`config.mk`:
```
export PLATFORM = sky130hd
export DESIGN_NAME = dual_bank_refill
export DESIGN_NICKNAME = d
export VERILOG_FILES = /design/src/design/refill_pkg.sv /design/src/design/burst_if.sv /design/src/design/dual_bank_refill.sv /design/src/design/data_refill_port.sv /design/src/design/inst_refill_port.sv /design/src/design/burst_seq.sv
export VERILOG_INCLUDE_DIRS = /design/src /design/src/include
export SDC_FILE = /design/constraint.sdc
export NUM_CORES = 1
export LEC_CHECK = 0
export BUFFER_PORTS_ARGS = -buffer_cell sky130_fd_sc_hd__buf_4
export CAP_MARGIN = 5
export CORE_AREA = 10 10 204 206
export DETAILED_ROUTE_END_ITERATION = 7
export DIE_AREA = 0 0 214 216
export GPL_ROUTABILITY_DRIVEN = 0
export PLACE_DENSITY = 0.34
export SETUP_SLACK_MARGIN = 0.3
export SLEW_MARGIN = 20
export SYNTH_ARGS = -nofsm -noshare
export SYNTH_HDL_FRONTEND = slang
export SYNTH_HIERARCHICAL = 1
export SYNTH_SLANG_ARGS = --single-unit
```
`constraint.sdc`:
```
create_clock -name clk -period 4.3 [get_ports clk]
set_input_delay 0.215 -clock clk [delete_from_list [all_inputs] [get_ports clk]]
set_output_delay 0.215 -clock clk [all_outputs]
set_load 0.005 [all_outputs]
```
`src/include/refill_defs.svh`:
```
`ifndef REFILL_DEFS_SVH
`define REFILL_DEFS_SVH

// ===========================================================================
// Bus widths
// ===========================================================================
`define ADDR_W 32
`define DATA_W 32

// ===========================================================================
// Burst and line geometry
// ===========================================================================
// WRAP8 burst, one word per bank per beat
`define BEATS 8
`define IDX_W 3
// Line base starts above the bank bit
`define LINE_LSB 6
// Bit 5 picks bank 1
`define BANK_BIT 5

// Wrap index after reset
`define RESET_IDX 0

`endif
```
`src/design/refill_pkg.sv`:
```
`include "refill_defs.svh"

package refill_pkg;

	// ===========================================================================
	// AHB transfer state
	// ===========================================================================
	// Encoding matches HTRANS on the bus
	// BUSY is never entered by the sequencer
	typedef enum logic [1:0] {
		IDLE   = 2'b00,
		BUSY   = 2'b01,
		NONSEQ = 2'b10,
		SEQ    = 2'b11
	} htrans_e;

	// ===========================================================================
	// Refill payload
	// ===========================================================================
	// One word from each bank of a pair
	// w0 from the bank with address bit 5 clear, w1 from the other
	// w0 sits in the low half
	typedef struct packed {
		logic [`DATA_W-1:0] w1;
		logic [`DATA_W-1:0] w0;
	} bank_pair_t;

endpackage

```
`src/design/burst_if.sv`:
```
`include "refill_defs.svh"

interface burst_if;
	import refill_pkg::*;

	// Port side request
	logic              req;
	logic [`IDX_W-1:0] start_idx;
	logic              write;

	// Sequencer status
	htrans_e           htrans;
	logic [`IDX_W-1:0] idx;
	logic              beat;
	logic              last;
	logic              dir;

	// Port logic that owns the burst
	modport port (
		output req, start_idx, write,
		input  htrans, idx, beat, last, dir
	);

	// Burst sequencer
	modport seq (
		input  req, start_idx, write,
		output htrans, idx, beat, last, dir
	);

endinterface

```
`src/design/dual_bank_refill.sv`:
```
`include "refill_defs.svh"

module dual_bank_refill (
	input  logic                   clk,
	input  logic                   rst_n,
	// Instruction cache side
	input  logic                   i_inst_req,
	input  logic [`ADDR_W-1:0]     i_pc,
	output logic                   o_inst_fill_valid,
	output logic [`IDX_W-1:0]      o_inst_fill_idx,
	output refill_pkg::bank_pair_t o_inst_fill_data,
	output logic                   o_inst_err,
	// Data cache side
	input  logic                   i_data_req,
	input  logic                   i_data_dirty,
	input  logic [`ADDR_W-1:0]     i_data_addr,
	input  refill_pkg::bank_pair_t i_wb_data,
	output logic [`IDX_W-1:0]      o_wb_idx,
	output logic                   o_data_fill_valid,
	output logic [`IDX_W-1:0]      o_data_fill_idx,
	output refill_pkg::bank_pair_t o_data_fill_data,
	output logic                   o_data_err,
	// Instruction bank pair
	output refill_pkg::htrans_e    o_iahb_htrans,
	output logic [`ADDR_W-1:0]     o_iahb_haddr,
	input  logic                   i_iahb_rdy0,
	input  logic                   i_iahb_rdy1,
	input  logic                   i_iahb_resp0,
	input  logic                   i_iahb_resp1,
	input  logic [`DATA_W-1:0]     i_iahb_rdata0,
	input  logic [`DATA_W-1:0]     i_iahb_rdata1,
	// Data bank pair
	output refill_pkg::htrans_e    o_dahb_htrans,
	output logic [`ADDR_W-1:0]     o_dahb_haddr,
	output logic                   o_dahb_hwrite,
	output logic [`DATA_W-1:0]     o_dahb_hwdata0,
	output logic [`DATA_W-1:0]     o_dahb_hwdata1,
	input  logic                   i_dahb_rdy0,
	input  logic                   i_dahb_rdy1,
	input  logic                   i_dahb_resp0,
	input  logic                   i_dahb_resp1,
	input  logic [`DATA_W-1:0]     i_dahb_rdata0,
	input  logic [`DATA_W-1:0]     i_dahb_rdata1
);
	import refill_pkg::*;

	bank_pair_t inst_rdata;
	bank_pair_t data_rdata;
	bank_pair_t data_wdata;

	// Pack flat bank buses into pairs
	assign inst_rdata = '{w1: i_iahb_rdata1, w0: i_iahb_rdata0};
	assign data_rdata = '{w1: i_dahb_rdata1, w0: i_dahb_rdata0};

	assign o_dahb_hwdata0 = data_wdata.w0;
	assign o_dahb_hwdata1 = data_wdata.w1;

	// ===========================================================================
	// Instruction refill
	// ===========================================================================
	inst_refill_port u_inst (
		.clk          (clk),
		.rst_n        (rst_n),
		.i_req        (i_inst_req),
		.i_pc         (i_pc),
		.i_rdy0       (i_iahb_rdy0),
		.i_rdy1       (i_iahb_rdy1),
		.i_resp0      (i_iahb_resp0),
		.i_resp1      (i_iahb_resp1),
		.i_rdata      (inst_rdata),
		.o_htrans     (o_iahb_htrans),
		.o_haddr      (o_iahb_haddr),
		.o_fill_valid (o_inst_fill_valid),
		.o_fill_idx   (o_inst_fill_idx),
		.o_fill_data  (o_inst_fill_data),
		.o_err        (o_inst_err)
	);

	// ===========================================================================
	// Data refill and writeback
	// ===========================================================================
	data_refill_port u_data (
		.clk          (clk),
		.rst_n        (rst_n),
		.i_req        (i_data_req),
		.i_dirty      (i_data_dirty),
		.i_addr       (i_data_addr),
		.i_wb_data    (i_wb_data),
		.i_rdy0       (i_dahb_rdy0),
		.i_rdy1       (i_dahb_rdy1),
		.i_resp0      (i_dahb_resp0),
		.i_resp1      (i_dahb_resp1),
		.i_rdata      (data_rdata),
		.o_htrans     (o_dahb_htrans),
		.o_haddr      (o_dahb_haddr),
		.o_hwrite     (o_dahb_hwrite),
		.o_hwdata     (data_wdata),
		.o_wb_idx     (o_wb_idx),
		.o_fill_valid (o_data_fill_valid),
		.o_fill_idx   (o_data_fill_idx),
		.o_fill_data  (o_data_fill_data),
		.o_err        (o_data_err)
	);

endmodule

```
`src/design/data_refill_port.sv`:
```
`include "refill_defs.svh"

module data_refill_port (
	input  logic                   clk,
	input  logic                   rst_n,
	// Cache side
	input  logic                   i_req,
	input  logic                   i_dirty,
	input  logic [`ADDR_W-1:0]     i_addr,
	// Dirty line words, picked by o_wb_idx
	input  refill_pkg::bank_pair_t i_wb_data,
	// Bank pair responses
	input  logic                   i_rdy0,
	input  logic                   i_rdy1,
	input  logic                   i_resp0,
	input  logic                   i_resp1,
	input  refill_pkg::bank_pair_t i_rdata,
	// Shared request to both banks
	output refill_pkg::htrans_e    o_htrans,
	output logic [`ADDR_W-1:0]     o_haddr,
	output logic                   o_hwrite,
	output refill_pkg::bank_pair_t o_hwdata,
	// Writeback word select
	output logic [`IDX_W-1:0]      o_wb_idx,
	// Line fill toward the cache
	output logic                   o_fill_valid,
	output logic [`IDX_W-1:0]      o_fill_idx,
	output refill_pkg::bank_pair_t o_fill_data,
	output logic                   o_err
);

	burst_if bus ();

	logic [`IDX_W-1:0] rd_start;

	// ===========================================================================
	// Burst request
	// ===========================================================================
	// Read wraps from the missed word
	assign rd_start = i_addr[`BANK_BIT-1 -: `IDX_W];

	assign bus.req       = i_req;
	// Dirty replace always writes from word 0
	assign bus.start_idx = i_dirty ? '0 : rd_start;
	assign bus.write     = i_dirty;

	burst_seq u_seq (
		.i_clk   (clk),
		.rst_n   (rst_n),
		.i_rdy0  (i_rdy0),
		.i_rdy1  (i_rdy1),
		.i_resp0 (i_resp0),
		.i_resp1 (i_resp1),
		.o_err   (o_err),
		.bus     (bus.seq)
	);

	// ===========================================================================
	// Bus side
	// ===========================================================================
	assign o_htrans = bus.htrans;
	assign o_haddr  = {i_addr[`ADDR_W-1:`LINE_LSB], 1'b0, bus.idx, 2'b00};
	// Direction held for the whole burst
	assign o_hwrite = bus.dir;

	// ===========================================================================
	// Writeback data
	// ===========================================================================
	// Cache muxes the line word for the current index
	assign o_wb_idx = bus.idx;
	assign o_hwdata = i_wb_data;

	// ===========================================================================
	// Line fill
	// ===========================================================================
	// No fill strobes while writing back
	assign o_fill_valid = bus.beat & ~bus.dir;
	assign o_fill_idx   = bus.idx;
	assign o_fill_data  = i_rdata;

endmodule

```
`src/design/inst_refill_port.sv`:
```
`include "refill_defs.svh"

module inst_refill_port (
	input  logic                   clk,
	input  logic                   rst_n,
	// Cache side
	input  logic                   i_req,
	input  logic [`ADDR_W-1:0]     i_pc,
	// Bank pair responses
	input  logic                   i_rdy0,
	input  logic                   i_rdy1,
	input  logic                   i_resp0,
	input  logic                   i_resp1,
	input  refill_pkg::bank_pair_t i_rdata,
	// Shared request to both banks
	output refill_pkg::htrans_e    o_htrans,
	output logic [`ADDR_W-1:0]     o_haddr,
	// Line fill toward the cache
	output logic                   o_fill_valid,
	output logic [`IDX_W-1:0]      o_fill_idx,
	output refill_pkg::bank_pair_t o_fill_data,
	output logic                   o_err
);

	burst_if bus ();

	// ===========================================================================
	// Read-only burst request
	// ===========================================================================
	assign bus.req       = i_req;
	// Critical word first
	assign bus.start_idx = i_pc[`BANK_BIT-1 -: `IDX_W];
	assign bus.write     = 1'b0;

	burst_seq u_seq (
		.i_clk   (clk),
		.rst_n   (rst_n),
		.i_rdy0  (i_rdy0),
		.i_rdy1  (i_rdy1),
		.i_resp0 (i_resp0),
		.i_resp1 (i_resp1),
		.o_err   (o_err),
		.bus     (bus.seq)
	);

	// Bank bit left at zero, slaves decode their own bank
	assign o_htrans = bus.htrans;
	assign o_haddr  = {i_pc[`ADDR_W-1:`LINE_LSB], 1'b0, bus.idx, 2'b00};

	// One strobe per accepted beat
	assign o_fill_valid = bus.beat;
	assign o_fill_idx   = bus.idx;
	assign o_fill_data  = i_rdata;

endmodule

```
`src/design/burst_seq.sv`:
```
`include "refill_defs.svh"

module burst_seq (
	input  logic i_clk,
	input  logic rst_n,
	input  logic i_rdy0,
	input  logic i_rdy1,
	input  logic i_resp0,
	input  logic i_resp1,
	output logic o_err,
	burst_if.seq bus
);
	import refill_pkg::*;

	htrans_e           state;
	htrans_e           state_nxt;
	logic [`IDX_W-1:0] cnt;
	logic [`IDX_W-1:0] idx_q;
	logic              dir_q;
	logic              active;
	logic              both_rdy;
	logic              one_rdy;
	logic              resp_err;
	logic              launch;

	// ===========================================================================
	// Beat and fault decode
	// ===========================================================================
	assign active   = (state == NONSEQ) || (state == SEQ);
	assign both_rdy = i_rdy0 & i_rdy1;
	// Banks disagree on ready
	assign one_rdy  = i_rdy0 ^ i_rdy1;
	// Any ready bank answering ERROR
	assign resp_err = (i_rdy0 & i_resp0) | (i_rdy1 & i_resp1);

	// Both ready and both OKAY
	assign bus.beat = active & both_rdy & ~resp_err;
	assign bus.last = bus.beat & (cnt == `IDX_W'(`BEATS - 1));
	assign o_err    = active & (one_rdy | resp_err);

	// New burst from IDLE, or back to back after the eighth beat
	assign launch = bus.req & ((state == IDLE) | bus.last);

	assign bus.htrans = state;
	assign bus.idx    = idx_q;
	assign bus.dir    = dir_q;

	// ===========================================================================
	// Transfer state
	// ===========================================================================
	always_comb begin
		state_nxt = state;
		case (state)
			IDLE: begin
				if (bus.req)
					state_nxt = NONSEQ;
			end
			NONSEQ, SEQ: begin
				// Error response aborts the line
				if (resp_err)
					state_nxt = IDLE;
				else if (bus.last)
					state_nxt = bus.req ? NONSEQ : IDLE;
				else if (bus.beat)
					state_nxt = SEQ;
				// Wait states and mismatched readies hold here
			end
			default: state_nxt = IDLE;
		endcase
	end

	always_ff @(posedge i_clk or negedge rst_n) begin
		if (!rst_n)
			state <= IDLE;
		else
			state <= state_nxt;
	end

	// ===========================================================================
	// Beat counter, wrap index, direction
	// ===========================================================================
	always_ff @(posedge i_clk or negedge rst_n) begin
		if (!rst_n) begin
			cnt   <= '0;
			idx_q <= `IDX_W'(`RESET_IDX);
			dir_q <= 1'b0;
		end else if (launch) begin
			// Sample start point and direction
			cnt   <= '0;
			idx_q <= bus.start_idx;
			dir_q <= bus.write;
		end else if (active && resp_err) begin
			cnt <= '0;
		end else if (bus.beat) begin
			cnt   <= bus.last ? '0 : cnt + 1'b1;
			// Wraps modulo 8 by width
			idx_q <= idx_q + 1'b1;
		end
	end

endmodule

```
==> flow_summary.toml <==
[outcome]
outcome = "complete, no violations"

[critical_path]
cp.required_ns = 4.44
cpPeakStageDelay_ns = 0.45
endpoint_kind = "flop"
critical_path.reg2reg.startpoint = "u_data/u_seq/cnt[0]"
worst-path-buf-inv = 0
crit_path_frequent_cell = "ha_1"
cp-start-kind = "flop"
rr_worst_depth = 5
cp-startpoint = "u_data/u_seq/cnt[0]"
critPathSlowestCell = "a32oi_2"
worstPathCellList = "ha_1, ha_1, and3_1, a32oi_2, mux2_4"
cp.arrival_ns = 2.07
reg2reg_slack_ns = 2.37
r2r_end = "u_data/u_seq/bus.dir"
crit_type = "reg -> reg"
crit_path_max_fanout = 8
cpLargestDelayFamily = "compound AO/OA/AOI/OAI gates"

[cts]
clock_latency_ns = 0.25
cts_resized = 0
cts-root-buf = "clkbuf_16"
cts_buffer_depth = 2
cts_tree = "yes"
cts_htree_levels = 1
clk_pin_slew_worst_paths_ns = 0.06
numClockSinks = 17
numCtsBuffers = 3
post_cts_buffers = 0

[pwr]
combPwrFrac_pct = 39.1
p_leak_nw = 0.761
p_sw_share_pct = 33.0
p_clk_share_pct = 26.1
internal_power_w = 0.000502
power_switching_w = 0.000247
peakVddDrop_uv = 96.0
power.density_nw_per_um2 = 362
seq_power_share_pct = 34.8

[routing]
dr.first_iter.drc_count = 42
vias_per_cell = 1.93
drtAntennaViolNets = 0
drc_errors = 0
vias = 1263
drtPass1Iterations = 4
wl_um = 10500
wl_per_cell_um = 16.0

[global_routing]
track_usage_pct = 4.18
grt_overflow_total = 0
grt_max_degree = 18
grt_pass1_wl_um = 13200
grt_antenna_before_repair = 0
grt_pass1_vias = 1398

[min_path]
whs_endpoint = "u_inst/u_seq/bus.idx[0]"
min-delay-start = "i_pc[2]"
holdPathStages = 3
hold_class = "in -> reg"

[job]
maxCapViolCount = 0

[sta]
fin_ws_ns = 2.37
finalSetupViolCount = 0
fmax_mhz = 519
hold_viol = 0
fin_crit_sh_pct = 44.8
period_needed_ns = 1.93
finalSetupTns_ns = 0
rsz0062_at_grt = "no"
slew_violations = 0
clock_skew_ns = 0.00129
fin_hold_ws_ns = 0.220

[finish]
final_util_pct = 5.53
nets = 423
area_growth_pct = -30.7
diodes = 0
drive_above_1_share_pct = 37.9
stdcell_count = 656
nFillCells = 4396

[synthesis]
synth_warnings = 6
synthCells = 357
synth_area_um2 = 2990
synth_area_per_cell_um2 = 8.37

[die]
dieArea_um2 = 46200
die_w_um = 214
initial_utilization_pct = 7.99
fp-row-count = 71
ios = 543
die_h_um = 216
coreArea_um2 = 37400

[placement]
portBuffers = 42
dp_hpwl_um = 9230
place_ws_ns = 2.36
dp_cells = 651
==> layout make-up <==
cell class | count | area [um^2] | share of cell area [%]
well taps | 511 | 639 | 30.9
multi-input cells | 77 | 586 | 28.3
flip-flops and latches | 17 | 425 | 20.6
clock buffers | 4 | 78.8 | 3.81
repair buffers | 43 | 325 | 15.7
inverters | 4 | 15.0 | 0.726
==> registers in the layout (all words and copies together) (netlist names) <==
signal / cells
u_data/u_seq/bus.dir: 1
u_inst/u_seq/bus.idx: 3
u_inst/u_seq/bus.htrans: 2
u_data/u_seq/cnt: 3
u_inst/u_seq/cnt: 3
u_data/u_seq/bus.htrans: 2
u_data/u_seq/bus.idx: 3
==> worst max-delay path by stage <==
stage                           end  slack (ns)  cells past startpoint
2_1_floorplan  u_data/u_seq/bus.dir        2.54                      5
3_3_place_gp   u_data/u_seq/bus.dir        2.36                      5
3_5_place_dp   u_data/u_seq/bus.dir        2.36                      5
4_1_cts        u_data/u_seq/bus.dir        2.34                      5
5_1_grt        u_data/u_seq/bus.dir        2.27                      5
6_report       u_data/u_seq/bus.dir        2.37                      5
==> cell usage in the layout, fill, tap and decap left out, types with 3 or more instances in the layout <==
master / instances
nor2b_1: 5
conb_1: 6
xnor2_1: 4
ha_1: 8
inv_1: 4
and3_1: 4
nor2_1: 12
clkbuf_16: 3
dfrtp_1: 17
buf_4: 42
a21oi_1: 8
nand2_1: 4
==> metal layers <==
| layer | wire length, um | GRT usage (%) | vias to the layer above |
|---|---|---|---|
| met5 | 34 | 0.536 | - |
| li1 | - | - | 435 |
| met2 | 5050 | 6.79 | 267 |
| met4 | 1040 | 4.69 | 2 |
| met3 | 2460 | 4.32 | 106 |
| met1 | 1910 | 2.15 | 453 |
==> power groups by stage <==
stage,logic [W],registers (W),clock network [W]
floorplan,0.000369,0.000245,0
global placement,0.000303,0.000267,0
finish,0.000293,0.000260,0.000196
CTS,0.000305,0.000265,0.000209
detailed placement,0.000303,0.000267,0
global route,0.000330,0.000275,0.000217
==> through the flow <==
stage                     power, W  area (um^2)
after floorplan           0.000614         3000
after global placement    0.000570         1980
after detailed placement  0.000570         1980
after CTS                 0.000779         2070
after global routing      0.000822         2070
final                     0.000749         2070
==> tightest hold or removal path: cells and delay by family <==
| kind | cells | cell delay [ns] |
|---|---|---|
| AO/OA/AOI/OAI | 1 | 0.10 |
| buffers and inverters | 1 | 0.08 |
| AND/OR/NAND/NOR | 1 | 0.04 |
==> timing repair <==
| action | in CTS | in global routing |
|---|---|---|
| endpoints found under the setup margin | 0 | 0 |
| hold buffers | 1 | 0 |
| endpoints found under the hold margin | 17 | 0 |
No activity file was read; power rests on OpenSTA's default activity.
